## src/t05_huffman_macros.svh

```systemverilog
`ifndef T05_HUFFMAN_MACROS_SVH
`define T05_HUFFMAN_MACROS_SVH

// Alphabet size, one leaf per 4-bit symbol
`define T05_NSYM 16

// Leaves plus internal nodes of a full binary tree
`define T05_NNODE 31

// Node index width
`define T05_IDXW 5

// Weight and count width
`define T05_WGTW 16

// Code length width, deep enough for a depth of 15
`define T05_LENW 4

// Longest legal stream so that node sums stay in range
`define T05_MAXCHARS 4095

`endif
```

## src/t05_huffman_pkg.sv

```systemverilog
`default_nettype none

`include "t05_huffman_macros.svh"

package t05_huffman_pkg;

  typedef logic [`T05_IDXW-1:0] node_idx_t;

  typedef logic [`T05_WGTW-1:0] weight_t;

  // Payload of the weight memory
  typedef struct packed {
    logic    alive;
    weight_t weight;
  } node_rec_t;

  typedef logic [`T05_LENW-1:0] code_len_t;

  // Controller phases
  typedef enum logic [2:0] {
    IDLE,
    COUNT,
    SCAN,
    MERGE,
    WALK,
    EMIT,
    DONE
  } ctrl_state_t;

endpackage

`default_nettype wire

```

## src/t05_huffman_top.sv

```systemverilog
`default_nettype none

`include "t05_huffman_macros.svh"

module t05_huffman_top (
  input  wire                          hwclk,
  input  wire                          rst_n_i,
  input  wire                          start_i,
  input  wire                          sym_valid_i,
  input  wire [$clog2(`T05_NSYM)-1:0]  sym_i,
  input  wire                          eof_i,
  output logic                         len_valid_o,
  output logic [$clog2(`T05_NSYM)-1:0] len_sym_o,
  output t05_huffman_pkg::code_len_t   len_o,
  output logic                         done_o,
  output logic                         busy_o
);

  logic                       clear, inc, merge, scan_start, walk_start, len_done;
  logic                       scan_active, scan_last, found2, walk_is_root, walk_alive;
  t05_huffman_pkg::node_idx_t inc_sym, scan_idx, least1, least2, walk_sym, walk_idx, walk_par;
  t05_huffman_pkg::weight_t   sum_wgt;
  t05_huffman_pkg::node_rec_t scan_rec;
  logic [`T05_IDXW-1:0]       live_sym_cnt;

  t05_controller controller_inst (
    .hwclk(hwclk), .rst_n_i(rst_n_i), .start_i(start_i), .sym_valid_i(sym_valid_i),
    .sym_i(sym_i), .eof_i(eof_i), .found2_i(found2), .scan_last_i(scan_last),
    .len_done_i(len_done), .clear_o(clear), .inc_o(inc), .inc_sym_o(inc_sym),
    .scan_start_o(scan_start), .merge_o(merge), .walk_start_o(walk_start),
    .walk_sym_o(walk_sym), .len_valid_o(len_valid_o), .len_sym_o(len_sym_o),
    .done_o(done_o), .busy_o(busy_o)
  );

  t05_node_table node_table_inst (
    .hwclk(hwclk), .rst_n_i(rst_n_i), .clear_i(clear), .inc_i(inc), .inc_sym_i(inc_sym),
    .merge_i(merge), .least1_i(least1), .least2_i(least2), .sum_i(sum_wgt),
    .scan_idx_i(scan_idx), .scan_rec_o(scan_rec), .walk_idx_i(walk_idx),
    .walk_parent_o(walk_par), .walk_is_root_o(walk_is_root), .walk_alive_o(walk_alive),
    .live_sym_cnt_o(live_sym_cnt)
  );

  t05_scan_counter scan_counter_inst (
    .hwclk(hwclk), .rst_n_i(rst_n_i), .start_i(scan_start), .idx_o(scan_idx),
    .active_o(scan_active), .last_o(scan_last)
  );

  t05_find_least find_least_inst (
    .hwclk(hwclk), .rst_n_i(rst_n_i), .start_i(scan_start), .valid_i(scan_active),
    .idx_i(scan_idx), .rec_i(scan_rec), .least1_o(least1), .least2_o(least2),
    .sum_o(sum_wgt), .found2_o(found2)
  );

  t05_code_length code_length_inst (
    .hwclk(hwclk), .rst_n_i(rst_n_i), .start_i(walk_start), .sym_i(walk_sym),
    .live_sym_cnt_i(live_sym_cnt), .parent_i(walk_par), .is_root_i(walk_is_root),
    .alive_leaf_i(walk_alive), .walk_idx_o(walk_idx), .len_o(len_o), .done_o(len_done)
  );

endmodule

`default_nettype wire

```

## src/t05_code_length.sv

```systemverilog
`default_nettype none

`include "t05_huffman_macros.svh"

module t05_code_length (
  input  wire                             hwclk,
  input  wire                             rst_n_i,
  input  wire                             start_i,
  input  wire t05_huffman_pkg::node_idx_t sym_i,
  input  wire [`T05_IDXW-1:0]             live_sym_cnt_i,
  input  wire t05_huffman_pkg::node_idx_t parent_i,
  input  wire                             is_root_i,
  input  wire                             alive_leaf_i,
  output t05_huffman_pkg::node_idx_t      walk_idx_o,
  output t05_huffman_pkg::code_len_t      len_o,
  output logic                            done_o
);

  logic                       run_q;
  logic                       first_q;
  t05_huffman_pkg::code_len_t hops_q;

  always_ff @(posedge hwclk or negedge rst_n_i) begin
    if (!rst_n_i) begin
      run_q      <= 1'b0;
      first_q    <= 1'b0;
      hops_q     <= '0;
      walk_idx_o <= '0;
      len_o      <= '0;
      done_o     <= 1'b0;
    end else begin
      done_o <= 1'b0;
      if (start_i) begin
        run_q      <= 1'b1;
        first_q    <= 1'b1;
        hops_q     <= '0;
        walk_idx_o <= sym_i;
      end else if (run_q && first_q) begin
        first_q <= 1'b0;
        if (!alive_leaf_i || live_sym_cnt_i == 1) begin
          // Unused symbol or a one-symbol tree ends at the leaf
          len_o  <= alive_leaf_i ? t05_huffman_pkg::code_len_t'(1) : '0;
          done_o <= 1'b1;
          run_q  <= 1'b0;
        end else begin
          walk_idx_o <= parent_i;
          hops_q     <= t05_huffman_pkg::code_len_t'(1);
        end
      end else if (run_q) begin
        if (is_root_i) begin
          len_o  <= hops_q;
          done_o <= 1'b1;
          run_q  <= 1'b0;
        end else begin
          walk_idx_o <= parent_i;
          hops_q     <= hops_q + 1'b1;
        end
      end
    end
  end

endmodule

`default_nettype wire

```

## src/t05_find_least.sv

```systemverilog
`default_nettype none

module t05_find_least (
  input  wire                             hwclk,
  input  wire                             rst_n_i,
  input  wire                             start_i,
  input  wire                             valid_i,
  input  wire t05_huffman_pkg::node_idx_t idx_i,
  input  wire t05_huffman_pkg::node_rec_t rec_i,
  output t05_huffman_pkg::node_idx_t      least1_o,
  output t05_huffman_pkg::node_idx_t      least2_o,
  output t05_huffman_pkg::weight_t        sum_o,
  output logic                            found2_o
);

  t05_huffman_pkg::weight_t wgt1_q, wgt2_q;
  logic                     have1_q;
  logic                     take1, take2;

  // Strict compare keeps the earlier, lower index on a tie
  assign take1 = valid_i && rec_i.alive && (!have1_q || rec_i.weight < wgt1_q);
  assign take2 = valid_i && rec_i.alive && !take1 && (!found2_o || rec_i.weight < wgt2_q);

  always_ff @(posedge hwclk or negedge rst_n_i) begin
    if (!rst_n_i) begin
      have1_q  <= 1'b0;
      found2_o <= 1'b0;
    end else if (start_i) begin
      have1_q  <= 1'b0;
      found2_o <= 1'b0;
    end else if (take1) begin
      have1_q  <= 1'b1;
      found2_o <= have1_q;
    end else if (take2) begin
      found2_o <= 1'b1;
    end
  end

  always_ff @(posedge hwclk) begin
    if (take1) begin
      // Old lightest slides down to second place
      least2_o <= least1_o;
      wgt2_q   <= wgt1_q;
      least1_o <= idx_i;
      wgt1_q   <= rec_i.weight;
    end else if (take2) begin
      least2_o <= idx_i;
      wgt2_q   <= rec_i.weight;
    end
  end

  assign sum_o = wgt1_q + wgt2_q;

endmodule

`default_nettype wire

```

## src/t05_controller.sv

```systemverilog
`default_nettype none

`include "t05_huffman_macros.svh"

module t05_controller (
  input  wire                         hwclk,
  input  wire                         rst_n_i,
  input  wire                         start_i,
  input  wire                         sym_valid_i,
  input  wire [$clog2(`T05_NSYM)-1:0] sym_i,
  input  wire                         eof_i,
  input  wire                         found2_i,
  input  wire                         scan_last_i,
  input  wire                         len_done_i,
  output logic                        clear_o,
  output logic                        inc_o,
  output t05_huffman_pkg::node_idx_t  inc_sym_o,
  output logic                        scan_start_o,
  output logic                        merge_o,
  output logic                        walk_start_o,
  output t05_huffman_pkg::node_idx_t  walk_sym_o,
  output logic                        len_valid_o,
  output logic [$clog2(`T05_NSYM)-1:0] len_sym_o,
  output logic                        done_o,
  output logic                        busy_o
);

  t05_huffman_pkg::ctrl_state_t     state_q, state_d;
  logic [$clog2(`T05_NSYM)-1:0]     walk_sym_q;
  logic                             walk_start_q;
  logic                             last_sym;

  assign last_sym = (walk_sym_q == $clog2(`T05_NSYM)'(`T05_NSYM - 1));

  always_comb begin
    state_d = state_q;
    unique case (state_q)
      t05_huffman_pkg::IDLE:  if (start_i) state_d = t05_huffman_pkg::COUNT;
      t05_huffman_pkg::COUNT: if (eof_i) state_d = t05_huffman_pkg::SCAN;
      t05_huffman_pkg::SCAN:  if (scan_last_i) state_d = t05_huffman_pkg::MERGE;
      // Scan results are valid here, either merge and rescan or walk
      t05_huffman_pkg::MERGE: begin
        state_d = found2_i ? t05_huffman_pkg::SCAN : t05_huffman_pkg::WALK;
      end
      t05_huffman_pkg::WALK:  if (len_done_i) state_d = t05_huffman_pkg::EMIT;
      t05_huffman_pkg::EMIT:  begin
        state_d = last_sym ? t05_huffman_pkg::DONE : t05_huffman_pkg::WALK;
      end
      t05_huffman_pkg::DONE:  state_d = t05_huffman_pkg::IDLE;
      default:                state_d = t05_huffman_pkg::IDLE;
    endcase
  end

  always_ff @(posedge hwclk or negedge rst_n_i) begin
    if (!rst_n_i) begin
      state_q      <= t05_huffman_pkg::IDLE;
      walk_sym_q   <= '0;
      walk_start_q <= 1'b0;
    end else begin
      state_q      <= state_d;
      walk_start_q <= 1'b0;
      if (state_q == t05_huffman_pkg::MERGE && !found2_i) begin
        walk_sym_q   <= '0;
        walk_start_q <= 1'b1;
      end else if (state_q == t05_huffman_pkg::EMIT && !last_sym) begin
        walk_sym_q   <= walk_sym_q + 1'b1;
        walk_start_q <= 1'b1;
      end
    end
  end

  assign clear_o      = (state_q == t05_huffman_pkg::IDLE) && start_i;
  assign inc_o        = (state_q == t05_huffman_pkg::COUNT) && sym_valid_i;
  assign inc_sym_o    = t05_huffman_pkg::node_idx_t'(sym_i);
  // First scan on eof, then one after every merge
  assign scan_start_o = ((state_q == t05_huffman_pkg::COUNT) && eof_i) ||
                        ((state_q == t05_huffman_pkg::MERGE) && found2_i);
  assign merge_o      = (state_q == t05_huffman_pkg::MERGE) && found2_i;
  assign walk_start_o = walk_start_q;
  assign walk_sym_o   = t05_huffman_pkg::node_idx_t'(walk_sym_q);
  assign len_valid_o  = (state_q == t05_huffman_pkg::EMIT);
  assign len_sym_o    = walk_sym_q;
  assign done_o       = (state_q == t05_huffman_pkg::DONE);
  assign busy_o       = (state_q != t05_huffman_pkg::IDLE);

endmodule

`default_nettype wire

```

## src/t05_scan_counter.sv

```systemverilog
`default_nettype none

`include "t05_huffman_macros.svh"

module t05_scan_counter (
  input  wire                        hwclk,
  input  wire                        rst_n_i,
  input  wire                        start_i,
  output t05_huffman_pkg::node_idx_t idx_o,
  output logic                       active_o,
  output logic                       last_o
);

  always_ff @(posedge hwclk or negedge rst_n_i) begin
    if (!rst_n_i) begin
      idx_o    <= '0;
      active_o <= 1'b0;
    end else if (start_i) begin
      idx_o    <= '0;
      active_o <= 1'b1;
    end else if (active_o) begin
      // Stop after the highest node index
      if (last_o) begin
        active_o <= 1'b0;
        idx_o    <= '0;
      end else begin
        idx_o <= idx_o + 1'b1;
      end
    end
  end

  assign last_o = active_o && (idx_o == t05_huffman_pkg::node_idx_t'(`T05_NNODE - 1));

endmodule

`default_nettype wire

```

## src/t05_node_table.sv

```systemverilog
`default_nettype none

`include "t05_huffman_macros.svh"

module t05_node_table (
  input  wire                             hwclk,
  input  wire                             rst_n_i,
  input  wire                             clear_i,
  input  wire                             inc_i,
  input  wire t05_huffman_pkg::node_idx_t inc_sym_i,
  input  wire                             merge_i,
  input  wire t05_huffman_pkg::node_idx_t least1_i,
  input  wire t05_huffman_pkg::node_idx_t least2_i,
  input  wire t05_huffman_pkg::weight_t   sum_i,
  input  wire t05_huffman_pkg::node_idx_t scan_idx_i,
  output t05_huffman_pkg::node_rec_t      scan_rec_o,
  input  wire t05_huffman_pkg::node_idx_t walk_idx_i,
  output t05_huffman_pkg::node_idx_t      walk_parent_o,
  output logic                            walk_is_root_o,
  output logic                            walk_alive_o,
  output logic [`T05_IDXW-1:0]            live_sym_cnt_o
);

  // used_q marks entries written since clear, dead_q marks merged nodes
  logic [`T05_NNODE-1:0]      used_q;
  logic [`T05_NNODE-1:0]      dead_q;
  t05_huffman_pkg::node_idx_t next_free_q;
  logic                       pend_q;
  t05_huffman_pkg::node_idx_t pend_idx_q;
  t05_huffman_pkg::node_idx_t pend_par_q;

  t05_huffman_pkg::node_rec_t scan_raw, inc_raw, wgt_wdata;
  t05_huffman_pkg::node_idx_t par_raw, par_waddr, par_wdata;
  t05_huffman_pkg::weight_t   inc_old;
  logic                       par_we;

  assign inc_old   = used_q[inc_sym_i] ? inc_raw.weight : '0;
  assign wgt_wdata = merge_i ? {1'b1, sum_i} : {1'b1, inc_old + 1'b1};

  t05_node_ram #(
    .payload_t (t05_huffman_pkg::node_rec_t)
  ) wgt_ram_inst (
    .hwclk    (hwclk),
    .rst_n_i  (rst_n_i),
    .we_i     ((inc_i | merge_i) & ~clear_i),
    .waddr_i  (merge_i ? next_free_q : inc_sym_i),
    .wdata_i  (wgt_wdata),
    .raddr_i  (scan_idx_i),
    .rdata_o  (scan_raw),
    .raddr2_i (inc_sym_i),
    .rdata2_o (inc_raw)
  );

  // Second parent write of a merge lands one cycle later
  assign par_we    = (merge_i | pend_q) & ~clear_i;
  assign par_waddr = merge_i ? least1_i : pend_idx_q;
  assign par_wdata = merge_i ? next_free_q : pend_par_q;

  t05_node_ram #(
    .payload_t (t05_huffman_pkg::node_idx_t)
  ) par_ram_inst (
    .hwclk    (hwclk),
    .rst_n_i  (rst_n_i),
    .we_i     (par_we),
    .waddr_i  (par_waddr),
    .wdata_i  (par_wdata),
    .raddr_i  (walk_idx_i),
    .rdata_o  (par_raw),
    .raddr2_i (scan_idx_i),
    .rdata2_o ()
  );

  always_ff @(posedge hwclk or negedge rst_n_i) begin
    if (!rst_n_i) begin
      used_q         <= '0;
      dead_q         <= '0;
      next_free_q    <= t05_huffman_pkg::node_idx_t'(`T05_NSYM);
      pend_q         <= 1'b0;
      pend_idx_q     <= '0;
      pend_par_q     <= '0;
      live_sym_cnt_o <= '0;
    end else if (clear_i) begin
      used_q         <= '0;
      dead_q         <= '0;
      next_free_q    <= t05_huffman_pkg::node_idx_t'(`T05_NSYM);
      pend_q         <= 1'b0;
      live_sym_cnt_o <= '0;
    end else begin
      pend_q <= merge_i;
      if (inc_i) begin
        used_q[inc_sym_i] <= 1'b1;
        if (!used_q[inc_sym_i]) begin
          live_sym_cnt_o <= live_sym_cnt_o + 1'b1;
        end
      end
      if (merge_i) begin
        used_q[next_free_q] <= 1'b1;
        dead_q[least1_i]    <= 1'b1;
        dead_q[least2_i]    <= 1'b1;
        pend_idx_q          <= least2_i;
        pend_par_q          <= next_free_q;
        next_free_q         <= next_free_q + 1'b1;
      end
    end
  end

  assign scan_rec_o.alive  = scan_raw.alive & used_q[scan_idx_i] & ~dead_q[scan_idx_i];
  assign scan_rec_o.weight = used_q[scan_idx_i] ? scan_raw.weight : '0;

  // Only merged nodes own a parent, so a stale entry reads as zero
  assign walk_parent_o  = dead_q[walk_idx_i] ? par_raw : '0;
  assign walk_alive_o   = used_q[walk_idx_i];
  assign walk_is_root_o = (walk_parent_o == '0) &&
                          !(walk_idx_i < `T05_NSYM && walk_alive_o && live_sym_cnt_o == 1);

endmodule

`default_nettype wire

```

## src/t05_node_ram.sv

```systemverilog
`default_nettype none

`include "t05_huffman_macros.svh"

module t05_node_ram #(
  parameter type payload_t = logic
) (
  input  wire                        hwclk,
  input  wire                        rst_n_i,
  input  wire                        we_i,
  input  wire t05_huffman_pkg::node_idx_t waddr_i,
  input  wire payload_t              wdata_i,
  input  wire t05_huffman_pkg::node_idx_t raddr_i,
  output payload_t                   rdata_o,
  input  wire t05_huffman_pkg::node_idx_t raddr2_i,
  output payload_t                   rdata2_o
);

  payload_t mem [`T05_NNODE];

  always_ff @(posedge hwclk or negedge rst_n_i) begin
    if (!rst_n_i) begin
      for (int i = 0; i < `T05_NNODE; i++) begin
        mem[i] <= '0;
      end
    end else if (we_i) begin
      mem[waddr_i] <= wdata_i;
    end
  end

  // Both read ports are combinational
  assign rdata_o  = mem[raddr_i];
  assign rdata2_o = mem[raddr2_i];

endmodule

`default_nettype wire

```

## config.mk

```make
export PLATFORM = sky130hd
export DESIGN_NAME = t05_huffman_top
export DESIGN_NICKNAME = d
export VERILOG_FILES = /design/src/t05_huffman_pkg.sv /design/src/t05_huffman_top.sv /design/src/t05_code_length.sv /design/src/t05_find_least.sv /design/src/t05_controller.sv /design/src/t05_scan_counter.sv /design/src/t05_node_table.sv /design/src/t05_node_ram.sv
export VERILOG_INCLUDE_DIRS = /design/src
export SDC_FILE = /design/constraint.sdc
export NUM_CORES = 2
export LEC_CHECK = 0
export ABC_AREA = 1
export BUFFER_PORTS_ARGS = -buffer_cell sky130_fd_sc_hd__buf_2
export CORE_ASPECT_RATIO = 1.75
export CORE_UTILIZATION = 40
export CTS_CLUSTER_DIAMETER = 50
export CTS_CLUSTER_SIZE = 10
export DETAILED_ROUTE_END_ITERATION = 10
export PLACE_DENSITY = 0.57
export SETUP_SLACK_MARGIN = 0.3
export SLEW_MARGIN = 25
export SYNTH_ARGS = -nofsm -noshare
export SYNTH_HDL_FRONTEND = slang
export SYNTH_SLANG_ARGS = --single-unit
```

## constraint.sdc

```tcl
create_clock -name hwclk -period 8.62 [get_ports hwclk]
set_input_delay 0.862 -clock hwclk [delete_from_list [all_inputs] [get_ports hwclk]]
set_output_delay 0.862 -clock hwclk [all_outputs]
set_load 0.02 [all_outputs]
```

# Word-level counts from Yosys, hierarchy flattened
# Index checks and enable logic that the tools add are counted.
word_totals:
  regBits: 839
classes:
  n_addsub: 7
  n_lt_le_gt_ge: 20
  bitwise_logic: 18
  n_reduce_logical: 50
  n_eq_ne: 18
  n_mux: 105
op_table:
  columns: ["cell", "n"]
  rows:
  - ["bitwise mux 527 bit", 1]
  - ["2-to-1 mux 31 bit", 6]
  - ["binary-select mux 17 bit (select 5 bit)", 2]
  - ["bitwise mux 155 bit", 1]
  - ["2-to-1 mux 16 bit", 7]
  - ["2-to-1 mux 5 bit", 22]
  - ["bitwise OR 31 bit", 3]
  - ["demux 17 bit (select 5 bit)", 1]
  - ["2-to-1 mux 17 bit", 3]
  - ["2-to-1 mux 4 bit", 11]
  - ["2-to-1 mux 1 bit", 33]
  - ["less-than comparator 16 bit", 2]
  - ["bitwise OR 31 x 16 -> 31 bit", 1]
  - [">= comparator 6 bit (second input constant)", 5]
  - ["less-than comparator 5 x 6 -> 1 bit (second input constant)", 5]
  - ["binary-select mux 5 bit (select 5 bit)", 1]
  - ["demux 5 bit (select 5 bit)", 1]
  - ["NOT 5 -> 6 bit", 4]
  - ["logical AND 1 bit", 21]
  - ["binary-select mux 1 bit (select 5 bit)", 4]
  - ["case mux 3 bit (6 select lines)", 1]
  - ["nonzero test 2 bit", 9]
  - ["adder 16 x 1 -> 16 bit (second input constant)", 1]
  - ["adder 16 bit", 1]
  - ["other kinds (33)", 72]

# Depth between registers and ports, before layout
logic_depth:
  depth_word: 14
  ltp_mapped: 29
  mapped_depth_nobuf: 28

# By module
# Synthesis repeated with hierarchy kept, for this count alone.
hier_totals:
  cells_unflattened: 7261
  area_unflattened_um2: 50035.5
by_module_without_submodules:
  columns: ["module", "area_per_inst_um2", "cells_each", "n_inst"]
  rows:
  - ["t05_node_ram (node_table_inst.wgt_ram_inst)", 29703.5, 4367, 1]
  - ["t05_node_ram (node_table_inst.par_ram_inst)", 8941.1, 1288, 1]
  - ["t05_node_table", 6398.6, 1013, 1]
  - ["t05_find_least", 3190.6, 362, 1]
  - ["t05_code_length", 818.3, 101, 1]
  - ["t05_controller", 604.3, 82, 1]
  - ["t05_scan_counter", 379.1, 48, 1]

# Worst setup path after synthesis
# No wires, ideal clock.
synth_timing:
  path_kind: "reg2reg"
  from: "register scan_counter_inst.idx_o[0]"
  to: "register find_least_inst.least2_o[0], enable pin"
  path_stages_with_launch: 22
  synth_period_minus_slack_ns: 4.305
  n_path_buf: 7
  setup_time_ns: 0.378
  setup_slack_ns: 4.315
  required_ns: 8.242
  t_arrival_ns: 3.927
  path_cell_list: "dfrtp_1 buf_4 inv_2 buf_4 buf_4 buf_2 buf_2 clkbuf_1 nor2_1 o2111ai_1 nand3_1 a221oi_1 ha_1 nand2_1 nor2_1 a211oi_1 o221a_2 nand2_1 nand2_1 nand2_2 buf_2 nand2_1"
synth_lines:
  columns: ["item", "line_no", "text"]
  rows:
  - ["from (decl)", "t05_scan_counter.sv:9", "output t05_huffman_pkg::node_idx_t idx_o,"]
  - ["from (signal assigned)", "t05_scan_counter.sv:27", "idx_o <= idx_o + 1'b1;"]
  - ["to (signal assigned)", "t05_find_least.sv:42", "least2_o <= least1_o;"]
  - ["to (signal assigned)", "t05_find_least.sv:47", "least2_o <= idx_i;"]
  - ["to (decl)", "t05_find_least.sv:11", "output t05_huffman_pkg::node_idx_t least2_o,"]

==> results.md <==
- Count of input and output buffers: 19
- Longest Clk Path Bufs: 3
- Mean area per synthesized cell: 7.90 um2
- Initial antenna violation count: 2
- Core area: 106000 um2
- Count of flip-flops with a built-in enable after synthesis: 42
- Unrepaired setup endpoints after global routing: false
- Multi-input gate area: 18500 um2
- Largest net degree at the start of global routing: 156
- Biggest fanout along the worst timing path: 71
- Die ar.: 109000 um2
- Classification of the worst setup path: flop to flop
- Count of boundary I/O pins: 20
- Count of unique library cells instantiated by Yosys: 69
- Critical path's top delay family: buffers and inverters
- Global-route congestion overflow total: 0
- Asr flop ratio synth: 95.0%
- Number of logic stages on the critical path including buffering: 19
- Basic-gate share of the synthesized area counting and, or, nand and nor cells: 21.4%
- Drt first pass iters: 8
- Number of buffers and inverters on the critical path: 5
- Share of final-layout standard cells stronger than drive strength 1: 6.55%
- Peak ir drop on the vdd network: 0.195 mV
- Number of buffers created by CTS: 96
- Total detailed-routing wirelength: 178000 um
- Data arrival time at the worst-slack endpoint: 7.59 ns
- Hold Violations, Final: 0
- Number of vias per cell: 5.89
- Maximum clock frequency: 140 MHz
- Final period util: 83.1%
- Synthesized area: 42900 um2
- Power Dens Cells: 351 nW/um2
- Clock skew: 0.0419 ns
- Relative slew slack: 26.7%
- Final HPWL DP: 120000 um
- Number of nets in the layout: 5391
- Worst reg2reg endpoint: find_least_inst.wgt2_q[0]$_DFFE_PP_
- Via count of the first global-routing pass: 38551
- Initial standard-cell utilization of the core: 40.4%
- R2R cell count: 19
- Syn_nets: 5503
- Run status: complete, no violations
- Crit path cell chain: inv_6 -> nand2_2 -> inv_4 -> buf_12 -> a22oi_1 -> a21oi_1 -> nor4_1 -> a311oi_1 -> buf_4 -> ha_1 -> a21oi_1 -> nor2_1 -> a211oi_1 -> o221a_2 -> nand2_1 -> nand2_1 -> nand2_2 -> inv_1 -> o21ai_0
- Number of design-rule violations left by the first detailed-router iteration: 4713
- Routability congestion estimate: 0.997
- Worst hold-check path type: input pin to async pin
- Relative area change from synthesis to final layout: 9.28%
- Dominant synthesized flop cell: sky130_fd_sc_hd__dfrtp_1
- Parity-gate share of the synthesized area counting xor and xnor cells: 0.242%
- Leakage: 21.8 nW
- Placement Rows: 158
- Fraction of the mapped netlist area in compound gates: 19.5%
- Die outline height: 435 um
- Synthesis-stage register bit count: 839
- Number of hold-repair buffers added at the cts stage: 0
- Count of instances resized after the clock tree is built: 0
- Synthesized instance count: 5437
- Worst flop-to-flop path startpoint: scan_counter_inst.idx_o[0]$_DFFE_PN0P_
- Die width: 250 um
- Number of vias after detailed routing: 39608
- Critical path's largest stage delay: 0.91 ns
- TritonCTS sink count: 839
- Most common cell after layout, fill and taps aside: sky130_fd_sc_hd__nand2_1
- WL per Instance: 26.5 um
- Largest family of logic cells by synthesized area: simple AND/OR/NAND/NOR gates
- Clock period minus worst slack: 7.16 ns
- Worst endpoint required time: 9.05 ns
- Final setup violation count: 0
- Setup Total Neg Slack: 0 ns
- Type of origin of the critical path: flop
- Most frequent cells in the layout: sky130_fd_sc_hd__nand2_1 (1636), sky130_fd_sc_hd__dfrtp_1 (792), sky130_fd_sc_hd__o21ai_0 (666), sky130_fd_sc_hd__inv_1 (435), sky130_fd_sc_hd__nor2_1 (306)
- Clock-pin transition on the worst setup and hold timing paths: 0.06 ns
- Clock tree from TritonCTS: built
- Wire length of the first global-routing pass: 262000 um
- Residual antenna-violating net count after detailed routing: 0
- Number of inserted filler cells in the final layout: 10586
- Mux cell area share after synthesis: 0%
- Post-synthesis sequential area ratio: 49.4%
- Count of H-tree levels built during CTS: 3
- Crit path capture type: flop
- Adder-Cell Fraction of Synth Area: 1.68%
- Clock insertion delay at the later pin of the skew report: 0.74 ns
- Count of pins over their slew limit: 0
- Gr usage total: 32.9%
- DRC errors left: 0
- Setup slack on the worst flop-to-flop path: 1.46 ns
- Max-cap viol count: 0
- Slew at the pin closest to its max-slew limit: 1.10 ns
- Number of warnings printed during yosys synthesis: 0
- Sequential cell area: 21200 um2
- Post-CTS Repair Setup Buffers: 0
- CTS Root Cell: sky130_fd_sc_hd__clkbuf_16
- Critical-path cell with the highest stage delay: sky130_fd_sc_hd__inv_1
- Post-layout util: 44.2%
## state kept, by name, summed over array words and instances (netlist names), 3 cells and up
register / cells
find_least_inst.wgt2_q: 16
node_table_inst.pend_par_q: 5
controller_inst.len_sym_o: 4
code_length_inst.len_o: 4
find_least_inst.least1_o: 5
node_table_inst.wgt_ram_inst.mem: 527
node_table_inst.live_sym_cnt_o: 5
node_table_inst.pend_idx_q: 5
scan_counter_inst.idx_o: 5
node_table_inst.used_q: 31
find_least_inst.wgt1_q: 16
controller_inst.state_q: 3
node_table_inst.next_free_q: 5
code_length_inst.hops_q: 4
node_table_inst.dead_q: 31
node_table_inst.par_ram_inst.mem: 155
find_least_inst.least2_o: 5
code_length_inst.walk_idx_o: 5
## Yosys cell counts (20+ instances only)
master / number / area, um2
sky130_fd_sc_hd__o211ai_1: 44 / 330
sky130_fd_sc_hd__clkbuf_1: 191 / 717
sky130_fd_sc_hd__o21ai_1: 137 / 686
sky130_fd_sc_hd__nor2_1: 310 / 1160
sky130_fd_sc_hd__a22oi_1: 112 / 841
sky130_fd_sc_hd__buf_2: 82 / 410
sky130_fd_sc_hd__edfxtp_1: 42 / 1260
sky130_fd_sc_hd__o221ai_1: 55 / 482
sky130_fd_sc_hd__nand4_1: 20 / 125
sky130_fd_sc_hd__ha_1: 56 / 701
sky130_fd_sc_hd__nand2_1: 1642 / 6160
sky130_fd_sc_hd__o22ai_1: 70 / 438
sky130_fd_sc_hd__a221oi_1: 52 / 455
sky130_fd_sc_hd__o21ai_0: 672 / 3360
sky130_fd_sc_hd__a21oi_1: 204 / 1020
sky130_fd_sc_hd__nand3_1: 229 / 1150
sky130_fd_sc_hd__nor3_1: 27 / 135
sky130_fd_sc_hd__buf_1: 25 / 93.8
sky130_fd_sc_hd__dfrtp_1: 796 / 19900
sky130_fd_sc_hd__inv_1: 441 / 1660
sky130_fd_sc_hd__buf_6: 21 / 236
sky130_fd_sc_hd__o2111ai_1: 30 / 263
## worst max path at each step
stage                                      startpoint  slack [ns]                                     to
4_1_cts        scan_counter_inst.idx_o[0]$_DFFE_PN0P_        1.71    find_least_inst.wgt2_q[0]$_DFFE_PP_
3_3_place_gp   scan_counter_inst.idx_o[0]$_DFFE_PN0P_        1.89    find_least_inst.wgt2_q[0]$_DFFE_PP_
5_1_grt        scan_counter_inst.idx_o[0]$_DFFE_PN0P_        1.11    find_least_inst.wgt2_q[0]$_DFFE_PP_
3_5_place_dp   scan_counter_inst.idx_o[0]$_DFFE_PN0P_        1.72    find_least_inst.wgt2_q[0]$_DFFE_PP_
2_1_floorplan  scan_counter_inst.idx_o[0]$_DFFE_PN0P_        4.32  find_least_inst.least2_o[0]$_DFFE_PP_
6_report       scan_counter_inst.idx_o[0]$_DFFE_PN0P_        1.46    find_least_inst.wgt2_q[0]$_DFFE_PP_
## layer usage
layer | part of all wire (%) | routed length [um] | up-vias | global-route usage, %
met1 | 34 | 60200 | 19182 | 34.9
met4 | 11 | 19900 | 0 | 31.0
li1 | - | - | 17884 | -
met5 | 0 | 0 | - | 0
met2 | 49 | 86700 | 1925 | 55.5
met3 | 6.3 | 11300 | 617 | 5.11
## layout make-up
class	instances	share of cell area (%)
multi-input cells	3793	39.4
inverters	471	3.80
diodes	3	0.0160
repair buffers	124	2.18
flip-flops and latches	839	45.2
clock buffers	120	5.46
well taps	1360	3.63
clock inverters	11	0.333
## stage by stage
step	instances	setup WS [ns]	instance area [um2]	total power, mW	hold WS (ns)
floorplan	5437	4.32	42900	9.77	0.419
global placement	6583	1.89	44100	12.5	0.434
detailed placement	6584	1.72	44100	12.5	0.439
CTS	6715	1.71	46800	16.4	0.149
global route	6719	1.11	46900	17.3	0.174
finish	6721	1.46	46900	16.5	0.133
## power by group
part	internal [mW]	leakage (nW)	switching, mW
clock network	2.12	1.33	1.68
registers	4.95	10.8	0.677
logic	1.89	9.72	5.17
## cells by family (layout without fill, tap and decap cells)
kind of cell,Yosys count,after routing
other cells,0,3
compound gates,1433,1433
flops,839,839
buf+inv,805,726
fa+ha+maj,57,57
simple gates,2292,2292
xor+xnor,11,11
Note: power is estimated with default switching activity, not from simulation.
